**src/include/uart_macros.svh**
```systemverilog
`ifndef UART_MACROS_SVH
`define UART_MACROS_SVH

// frame and line timing
`define UART_DATA_W        8    // data bits per frame
`define UART_CLKS_PER_BIT  8    // clocks per serial bit
`define UART_SYNC_STAGES   3    // rx synchroniser depth

// apb register offsets
`define UART_ADDR_TXDATA   4'h0 // write starts a frame
`define UART_ADDR_RXDATA   4'h4 // read clears rx flags
`define UART_ADDR_STATUS   4'h8 // status_t in low bits
`define UART_ADDR_CTRL     4'hC // parity config

`endif

```
**src/apb_pkg.sv**
```systemverilog
`include "uart_macros.svh"

package apb_pkg;

    // request from the bus master
    typedef struct packed {
        logic        psel;
        logic        penable;
        logic        pwrite;
        logic [3:0]  paddr;   // byte offset inside the uart window
        logic [31:0] pwdata;
    } apb_req_t;

    // response back to the master
    typedef struct packed {
        logic [31:0] prdata;
        logic        pready;  // no wait states
        logic        pslverr; // busy tx refusal
    } apb_rsp_t;

    // write word seen by TXDATA
    typedef struct packed {
        logic [31-`UART_DATA_W:0] rsvd;
        logic [`UART_DATA_W-1:0]  tx_byte; // byte to serialise
    } apb_data_view_t;

    // write word seen by CTRL
    typedef struct packed {
        logic [29:0] rsvd;
        logic        parity_odd; // bit 1
        logic        parity_en;  // bit 0
    } apb_ctrl_view_t;

    // one pwdata word, decoded by address
    typedef union packed {
        apb_data_view_t data;
        apb_ctrl_view_t ctrl;
    } apb_wdata_u;

endpackage

```
**src/uart_pkg.sv**
```systemverilog
`include "uart_macros.svh"

package uart_pkg;

    // frame format, same bit order as the CTRL register
    typedef struct packed {
        logic parity_odd; // odd parity when set, even otherwise
        logic parity_en;  // adds a parity bit before stop
    } frame_cfg_t;

    // result of one received frame
    typedef struct packed {
        logic [`UART_DATA_W-1:0] data;       // lsb first on the line
        logic                    parity_err; // only with parity_en
        logic                    frame_err;  // stop bit sampled low
    } rx_result_t;

    // STATUS read view, tx_busy in bit 0
    typedef struct packed {
        logic overrun;    // frame lost before RXDATA read
        logic frame_err;
        logic parity_err;
        logic rx_valid;   // byte waiting in RXDATA
        logic tx_busy;    // frame on the line
    } status_t;

    // bit phase of a serial engine, shared by tx and rx
    typedef enum logic [2:0] {
        ST_IDLE   = 3'd0,
        ST_START  = 3'd1,
        ST_DATA   = 3'd2,
        ST_PARITY = 3'd3,
        ST_STOP   = 3'd4
    } line_state_e;

endpackage

```
**src/uart_ctrl.sv**
```systemverilog
`timescale 1ns/1ps
`include "uart_macros.svh"

module uart_ctrl (
    input  logic                    clk,
    input  logic                    reset,
    input  apb_pkg::apb_req_t       i_apb,
    output apb_pkg::apb_rsp_t       o_apb,
    output uart_pkg::frame_cfg_t    o_cfg,
    output logic                    o_tx_start,
    output logic [`UART_DATA_W-1:0] o_tx_data,
    input  logic                    i_tx_busy,
    input  logic                    i_rx_done,
    input  uart_pkg::rx_result_t    i_rx_result
);
    import apb_pkg::*;
    import uart_pkg::*;

    apb_wdata_u              wdata;        // pwdata seen through two views
    logic                    access;       // apb access phase
    logic                    wr;
    logic                    rd;
    logic                    wr_tx;        // TXDATA write
    logic                    wr_ctrl;      // CTRL write
    logic                    rd_rx;        // RXDATA read clears the flags
    frame_cfg_t              cfg_q;
    logic [`UART_DATA_W-1:0] rx_data_q;    // last received byte
    logic                    rx_valid_q;
    logic                    parity_err_q;
    logic                    frame_err_q;
    logic                    overrun_q;
    status_t                 status;

    assign wdata   = i_apb.pwdata;
    assign access  = i_apb.psel & i_apb.penable;
    assign wr      = access & i_apb.pwrite;
    assign rd      = access & ~i_apb.pwrite;
    assign wr_tx   = wr & (i_apb.paddr == `UART_ADDR_TXDATA);
    assign wr_ctrl = wr & (i_apb.paddr == `UART_ADDR_CTRL);
    assign rd_rx   = rd & (i_apb.paddr == `UART_ADDR_RXDATA);

    // launch straight from the access phase so txd drops the next cycle
    assign o_tx_start = wr_tx & ~i_tx_busy;
    assign o_tx_data  = wdata.data.tx_byte;
    assign o_cfg      = cfg_q;

    always_ff @(posedge clk) begin
        if (reset) begin
            cfg_q <= '0;
        end else if (wr_ctrl) begin
            cfg_q <= '{parity_odd: wdata.ctrl.parity_odd,
                       parity_en:  wdata.ctrl.parity_en};
        end
    end

    // sticky receive flags where a new frame wins over a read in the same cycle
    always_ff @(posedge clk) begin
        if (reset) begin
            rx_valid_q   <= 1'b0;
            parity_err_q <= 1'b0;
            frame_err_q  <= 1'b0;
            overrun_q    <= 1'b0;
        end else begin
            if (rd_rx) begin
                rx_valid_q   <= 1'b0;
                parity_err_q <= 1'b0;
                frame_err_q  <= 1'b0;
                overrun_q    <= 1'b0;
            end
            if (i_rx_done) begin
                rx_valid_q   <= 1'b1;
                parity_err_q <= i_rx_result.parity_err | (parity_err_q & ~rd_rx);
                frame_err_q  <= i_rx_result.frame_err | (frame_err_q & ~rd_rx);
                overrun_q    <= (rx_valid_q & ~rd_rx) | (overrun_q & ~rd_rx);
            end
        end
    end

    always_ff @(posedge clk) begin
        if (i_rx_done) begin
            rx_data_q <= i_rx_result.data; // overwrites an unread byte
        end
    end

    assign status = '{overrun:    overrun_q,
                      frame_err:  frame_err_q,
                      parity_err: parity_err_q,
                      rx_valid:   rx_valid_q,
                      tx_busy:    i_tx_busy};

    always_comb begin
        o_apb.prdata  = '0;
        o_apb.pready  = 1'b1;             // zero wait states
        o_apb.pslverr = wr_tx & i_tx_busy; // refuse write while sending
        if (rd) begin
            case (i_apb.paddr)
                `UART_ADDR_RXDATA: o_apb.prdata = {22'd0, frame_err_q, parity_err_q, rx_data_q};
                `UART_ADDR_STATUS: o_apb.prdata = {27'd0, status};
                `UART_ADDR_CTRL:   o_apb.prdata = {30'd0, cfg_q}; // same layout as ctrl view
                default:           o_apb.prdata = '0;
            endcase
        end
    end

    // tx engine goes busy the cycle after a launch
    a_start_idle: assert property (@(posedge clk) disable iff (reset)
        o_tx_start |=> i_tx_busy);

endmodule

```
**src/uart_rx.sv**
```systemverilog
`timescale 1ns/1ps
`include "uart_macros.svh"

module uart_rx (
    input  logic                 clk,
    input  logic                 reset,
    input  uart_pkg::frame_cfg_t i_cfg,
    input  logic                 i_rxd,
    output logic                 o_rx_done,
    output uart_pkg::rx_result_t o_rx_result
);
    import uart_pkg::*;

    localparam int CNT_W = $clog2(`UART_CLKS_PER_BIT);
    localparam int IDX_W = $clog2(`UART_DATA_W);
    localparam int HALF  = `UART_CLKS_PER_BIT / 2;

    logic [`UART_SYNC_STAGES-1:0] sync_q;   // async line into clk domain
    logic                         rxd_s;    // synchronised line
    logic                         rxd_prev;
    logic                         start_edge;
    line_state_e                  state;
    logic [CNT_W-1:0]             cnt;
    logic [IDX_W-1:0]             bit_idx;
    logic                         sample;   // mid-bit strobe
    logic [`UART_DATA_W-1:0]      data_q;
    frame_cfg_t                   cfg_q;    // format of the frame in flight
    logic                         perr_q;

    assign rxd_s      = sync_q[`UART_SYNC_STAGES-1];
    assign start_edge = rxd_prev & ~rxd_s;

    // start bit is checked after half a bit, the rest one full bit later
    assign sample = (state == ST_START) ? (cnt == CNT_W'(HALF - 1))
                                        : (cnt == CNT_W'(`UART_CLKS_PER_BIT - 1));

    always_ff @(posedge clk) begin
        if (reset) begin
            sync_q   <= '1; // line idles high
            rxd_prev <= 1'b1;
            state    <= ST_IDLE;
            cnt      <= '0;
            bit_idx  <= '0;
        end else begin
            sync_q   <= {sync_q[`UART_SYNC_STAGES-2:0], i_rxd};
            rxd_prev <= rxd_s;
            if (state == ST_IDLE) begin
                cnt     <= '0;
                bit_idx <= '0;
                if (start_edge) begin
                    state <= ST_START;
                end
            end else if (!sample) begin
                cnt <= cnt + 1'b1;
            end else begin
                cnt <= '0;
                case (state)
                    ST_START: state <= rxd_s ? ST_IDLE : ST_DATA; // glitch goes back
                    ST_DATA: begin
                        bit_idx <= bit_idx + 1'b1;
                        if (bit_idx == IDX_W'(`UART_DATA_W - 1)) begin
                            state <= cfg_q.parity_en ? ST_PARITY : ST_STOP;
                        end
                    end
                    ST_PARITY: state <= ST_STOP;
                    default:   state <= ST_IDLE; // stop sampled, rearm mid-bit
                endcase
            end
        end
    end

    always_ff @(posedge clk) begin
        if (state == ST_IDLE && start_edge) begin
            cfg_q <= i_cfg;
        end
        if (state == ST_DATA && sample) begin
            data_q <= {rxd_s, data_q[`UART_DATA_W-1:1]}; // lsb arrives first
        end
        if (state == ST_PARITY && sample) begin
            perr_q <= rxd_s ^ (^data_q) ^ cfg_q.parity_odd;
        end
    end

    assign o_rx_done   = (state == ST_STOP) && sample;
    assign o_rx_result = '{data:       data_q,
                           parity_err: cfg_q.parity_en & perr_q,
                           frame_err:  ~rxd_s}; // stop bit low

    a_done_pulse: assert property (@(posedge clk) disable iff (reset)
        o_rx_done |=> !o_rx_done);

    a_state_range: assert property (@(posedge clk) disable iff (reset)
        state inside {ST_IDLE, ST_START, ST_DATA, ST_PARITY, ST_STOP});

endmodule

```
**src/uart_top.sv**
```systemverilog
`timescale 1ns/1ps
`include "uart_macros.svh"

module uart_top (
    input  logic              clk,
    input  logic              reset,
    input  apb_pkg::apb_req_t i_apb,
    output apb_pkg::apb_rsp_t o_apb,
    output logic              o_txd,
    input  logic              i_rxd
);
    import uart_pkg::*;

    frame_cfg_t              cfg;       // to both engines
    logic                    tx_start;
    logic [`UART_DATA_W-1:0] tx_data;
    logic                    tx_busy;
    logic                    rx_done;
    rx_result_t              rx_result;

    uart_ctrl uart_ctrl_i (
        .clk         (clk),
        .reset       (reset),
        .i_apb       (i_apb),
        .o_apb       (o_apb),
        .o_cfg       (cfg),
        .o_tx_start  (tx_start),
        .o_tx_data   (tx_data),
        .i_tx_busy   (tx_busy),
        .i_rx_done   (rx_done),
        .i_rx_result (rx_result)
    );

    uart_tx uart_tx_i (
        .clk     (clk),
        .reset   (reset),
        .i_cfg   (cfg),
        .i_start (tx_start),
        .i_data  (tx_data),
        .o_busy  (tx_busy),
        .o_txd   (o_txd)
    );

    uart_rx uart_rx_i (
        .clk         (clk),
        .reset       (reset),
        .i_cfg       (cfg),
        .i_rxd       (i_rxd),
        .o_rx_done   (rx_done),
        .o_rx_result (rx_result)
    );

endmodule

```
**src/uart_tx.sv**
```systemverilog
`timescale 1ns/1ps
`include "uart_macros.svh"

module uart_tx (
    input  logic                    clk,
    input  logic                    reset,
    input  uart_pkg::frame_cfg_t    i_cfg,
    input  logic                    i_start,
    input  logic [`UART_DATA_W-1:0] i_data,
    output logic                    o_busy,
    output logic                    o_txd
);
    import uart_pkg::*;

    localparam int CNT_W = $clog2(`UART_CLKS_PER_BIT);
    localparam int IDX_W = $clog2(`UART_DATA_W);

    line_state_e             state;
    logic [CNT_W-1:0]        cnt;      // clocks inside the current bit
    logic [IDX_W-1:0]        bit_idx;  // data bit on the line
    logic [`UART_DATA_W-1:0] shift_q;  // lsb goes out first
    frame_cfg_t              cfg_q;    // held for the whole frame
    logic                    parity_q;
    logic                    bit_end;

    assign bit_end = (cnt == CNT_W'(`UART_CLKS_PER_BIT - 1));

    always_ff @(posedge clk) begin
        if (reset) begin
            state   <= ST_IDLE;
            cnt     <= '0;
            bit_idx <= '0;
        end else if (state == ST_IDLE) begin
            cnt     <= '0;
            bit_idx <= '0;
            if (i_start) begin
                state <= ST_START;
            end
        end else if (!bit_end) begin
            cnt <= cnt + 1'b1;
        end else begin
            cnt <= '0;
            case (state)
                ST_START: state <= ST_DATA;
                ST_DATA: begin
                    bit_idx <= bit_idx + 1'b1;
                    if (bit_idx == IDX_W'(`UART_DATA_W - 1)) begin
                        state <= cfg_q.parity_en ? ST_PARITY : ST_STOP;
                    end
                end
                ST_PARITY: state <= ST_STOP;
                default:   state <= ST_IDLE; // stop bit done
            endcase
        end
    end

    // payload loads on launch and shifts at each data bit end
    always_ff @(posedge clk) begin
        if (state == ST_IDLE && i_start) begin
            shift_q  <= i_data;
            cfg_q    <= i_cfg;
            parity_q <= ^i_data ^ i_cfg.parity_odd; // even parity, flipped for odd
        end else if (state == ST_DATA && bit_end) begin
            shift_q <= shift_q >> 1;
        end
    end

    assign o_busy = (state != ST_IDLE);

    always_comb begin
        case (state)
            ST_START:  o_txd = 1'b0;
            ST_DATA:   o_txd = shift_q[0];
            ST_PARITY: o_txd = parity_q;
            default:   o_txd = 1'b1; // idle and stop
        endcase
    end

endmodule

```
**config.mk**
```make
export PLATFORM = sky130hd
export DESIGN_NAME = uart_top
export DESIGN_NICKNAME = d
export VERILOG_FILES = /design/src/apb_pkg.sv /design/src/uart_pkg.sv /design/src/uart_ctrl.sv /design/src/uart_rx.sv /design/src/uart_top.sv /design/src/uart_tx.sv
export VERILOG_INCLUDE_DIRS = /design/src /design/src/include
export SDC_FILE = /design/constraint.sdc
export NUM_CORES = 1
export LEC_CHECK = 0
export ABC_AREA = 1
export CORE_MARGIN = 1
export CORE_UTILIZATION = 50
export CTS_BUF_LIST = sky130_fd_sc_hd__clkbuf_2
export CTS_CLUSTER_DIAMETER = 30
export DETAILED_ROUTE_END_ITERATION = 16
export DONT_BUFFER_PORTS = 1
export PLACE_DENSITY = 0.71
export SETUP_SLACK_MARGIN = 0.3
export SYNTH_ARGS = -nofsm -noshare
export SYNTH_HDL_FRONTEND = slang
export SYNTH_HIERARCHICAL = 1
export SYNTH_SLANG_ARGS = --single-unit
```
**constraint.sdc**
```tcl
create_clock -name clk -period 4.2 [get_ports clk]
set_input_delay 0.63 -clock clk [delete_from_list [all_inputs] [get_ports clk]]
set_output_delay 0.63 -clock clk [all_outputs]
set_load 0.02 [all_outputs]
```
==> results.py <==
metrics = {
    "setup_path": {
        "path_class": "reg2out",
        "cp_num_cells": 6,
        "path_cells": "nor2_4, nand2_4, nand3_1, nand3_1, nand2_1, inv_1",
        "rr_worst_depth": 5,
        "cp_data_arrival_time_ns": 1.65,
        "start_kind": "flip-flop",
        "path_max_fanout": 8,
        "critPathMaxStageDelay_ns": 0.55,
        "cp.required_ns": 3.57,
        "critPathTopFamily": "flip-flops",
        "cp.buffers_inverters": 1,
        "crit_top_cell": "nand3_1",
        "endpoint_kind": "primary output",
        "worst_path_max_delay_cell": "dfxtp_1",
    },
    "detailed_routing": {
        "vias": 2262,
        "ant_nets": 0,
        "routed_wl_um": 5310,
        "drt_iter0_drc": 77,
        "firstDrtPassIters": 4,
        "drc": 0,
        "via_per_inst": 4.83,
        "avgRoutedWirePerCell_um": 11.4,
    },
    "floorplanning": {
        "dieArea_mm2": 0.00670,
        "io_pins": 77,
        "rows": 28,
        "start_util_pct": 52.9,
        "die_width_um": 81.9,
        "die_h_um": 81.9,
        "core_area_mm2": 0.00603,
    },
    "clocking": {
        "htreeDepth": 3,
        "clock-root-buffer": "clkbuf_2",
        "cts_num_sinks": 57,
        "cts_buffer_depth": 2,
        "cts_tree": "done",
        "cts_resized": 0,
        "cts_setup_buffers": 0,
        "cts_inserted_buffers": 9,
        "clk_latency_ns": 0.46,
        "clkTransAtPathRegs_ns": 0.17,
        "postCtsHoldBufs": 0,
    },
    "power": {
        "total_power_mw": 1.23,
        "p_leak_nw": 1.47,
        "p_per_area_mw_per_mm2": 381,
        "ir_drop_v": 0.000233,
    },
    "min_path": {
        "worst_hold_path_type": "in2reg",
        "hold_depth": 1,
    },
    "final_layout": {
        "antenna_cells": 0,
        "layout.cells.non_filler": 468,
        "area_growth_pct": 1.22,
        "final_layout_size_suffix_gt1_share_pct": 14.0,
        "nets": 437,
        "final_design_area_no_fill_mm2": 0.00323,
    },
    "synthesis": {
        "yosysWarnings": 6,
        "synth_area_mm2": 0.00319,
        "ys_seq_area_share_pct": 44.9,
        "netlist_instances": 389,
        "ys_ff_latch": 57,
        "synth_top_area_share_pct": 27.3,
        "syn_avg_cell_area_um2": 8.20,
        "yosysTopAreaCell": "edfxtp_1",
        "yosysUniqueCellTypes": 34,
        "yosys-top-cells-area": "edfxtp_1, dfxtp_1, nand2_1",
    },
    "global_routing": {
        "overflow": 0,
        "grtUsageTotal_pct": 18.2,
        "first_global_vias": 2098,
        "grt_max_degree": 18,
        "grt_pass1_wl_um": 9150,
        "grt_antenna_before_repair": 0,
    },
    "placed_design": {
        "pre_cts_slack_ns": 1.90,
        "placed_area_mm2": 0.00311,
        "placed_cells": 452,
        "portBuffers": 0,
        "place_hpwl_um": 4010,
        "routabilityCongestion": 0.833,
    },
    "status": {
        "status": "completed",
    },
    "timing": {
        "hold_viol_final": 0,
        "fin_ws_ns": 1.92,
        "rsz0062_at_grt": "no",
        "fin_crit_ns": 2.28,
        "fin_skew_ns": 0.0190,
        "drv_slew": 0,
        "fin_setup_tns_ns": 0,
        "timing.final.crit_share_pct": 54.3,
        "setup_viol": 0,
        "fmax_mhz": 439,
    },
    "run": {
        "cap_violations": 0,
    },
}
==> per-layer routing <==
metal,vias to the layer above,GRT usage (%),share of wire (%)
met5,-,0,0
met4,0,5.79,1.1
met3,6,6.22,4.2
met2,39,30.7,49
met1,1044,21.7,45
li1,1173,-,-
==> logic make-up (layout without fill, tap and decap cells) <==
logic type | Yosys count | in the layout | synth area share [%]
xor gates and xnor gates | 8 | 8 | 2.20
adders and majority gates | 7 | 7 | 2.75
and+or+nand+nor | 197 | 197 | 30.5
other | 2 | 23 | 0.235
DFF | 57 | 57 | 44.9
AOI/OAI and AO/OA | 24 | 24 | 4.04
buffers and inverters | 94 | 77 | 15.4
==> synthesized netlist by cell type <==
master and count:
o21ai_1 8, nand4_1 2, nor4_1 1, nand3_1 36
ha_1 7, o21ai_2 1, a21oi_1 12, nand2_4 1
inv_1 53, conb_1 2, a21boi_1 1, dfxtp_1 28
nor2_2 4, o21ai_0 1, xor2_1 3, edfxtp_1 29
buf_6 3, nor3_2 1, nor2_4 6, xnor2_1 5
nand3_4 3, inv_2 6, nor3_1 1, nor2_1 42
clkinv_1 1, or2_2 3, o21a_1 1, nand3b_1 2
nand2_2 7, nor3b_2 1, buf_4 31, nand3_2 3
nand2_1 83, nand4_2 1
==> sequential cells by signal (all words and copies together), names as in the netlist <==
| name | flops |
|---|---|
| uart_tx_i/cfg_q | 1 |
| uart_tx_i/cnt | 3 |
| uart_rx_i/sync_q | 3 |
| uart_rx_i/data_q | 8 |
| uart_rx_i/cnt | 3 |
| uart_ctrl_i/overrun_q | 1 |
| uart_ctrl_i/rx_valid_q | 1 |
| uart_rx_i/state | 3 |
| uart_tx_i/shift_q | 8 |
| uart_ctrl_i/o_cfg | 2 |
| uart_rx_i/rxd_prev | 1 |
| uart_tx_i/bit_idx | 3 |
| uart_ctrl_i/frame_err_q | 1 |
| uart_tx_i/parity_q | 1 |
| uart_ctrl_i/rx_data_q | 8 |
| uart_rx_i/bit_idx | 3 |
| uart_ctrl_i/parity_err_q | 1 |
| uart_rx_i/perr_q | 1 |
| uart_tx_i/state | 3 |
| uart_rx_i/cfg_q | 2 |
==> power by group <==
group | internal [mW] | switching [mW]
Clock | 0.142 | 0.205
Sequential | 0.606 | 0.0268
Combinational | 0.0780 | 0.172
==> placed cells by master (no fill, tap or decap), types with 2 or more instances in the layout <==
master and n:
a21oi_1 12, clkbuf_2 10, clkinv_4 3, conb_1 23, dfxtp_1 28, edfxtp_1 29
ha_1 7, inv_1 53, inv_2 6, nand2_1 83, nand2_2 7, nand3_1 36
nand3_2 3, nand3_4 3, nand3b_1 2, nand4_1 2, nor2_1 42, nor2_2 4
nor2_4 6, o21ai_1 8, or2_2 3, xnor2_1 5, xor2_1 3
==> worst reg2reg max path, cell delays in order, from the launching register on <==
cell and delay (ns):
dfxtp_1 0.44, nor2_4 0.23, nand2_4 0.12, nor2_1 0.23, nand3_4 0.21, nand2_1 0.34
==> layout make-up <==
cell class / instances / area, um2
timing repair buffer: 1 / 7.51
clock inverter: 6 / 68.8
inverter: 60 / 225
clock buffer: 10 / 50.0
fill: 571 / 2800
multi-input combinational: 259 / 1350
sequential: 57 / 1430
tap: 75 / 93.8
==> per-stage QoR <==
stage,hold WS [ns],util [%]
after detailed placement,0.403,51.6
after global routing,0.122,53.6
after CTS,0.142,53.6
final,0.205,53.6
after floorplan,0.389,-
after global placement,0.397,51.6
==> path summary, 6_finish.rpt <==
check | start | end | slack (ns)
worst min-delay path | reset | uart_tx_i/state[0] | 0.21
worst min register to register | uart_rx_i/sync_q[0] | uart_rx_i/sync_q[1] | 0.43
worst max-delay path | uart_tx_i/state[0] | o_apb[2] | 1.92
worst max register to register | uart_tx_i/state[0] | uart_tx_i/shift_q[1] | 2.29
No activity file was read; power rests on OpenSTA's default activity.
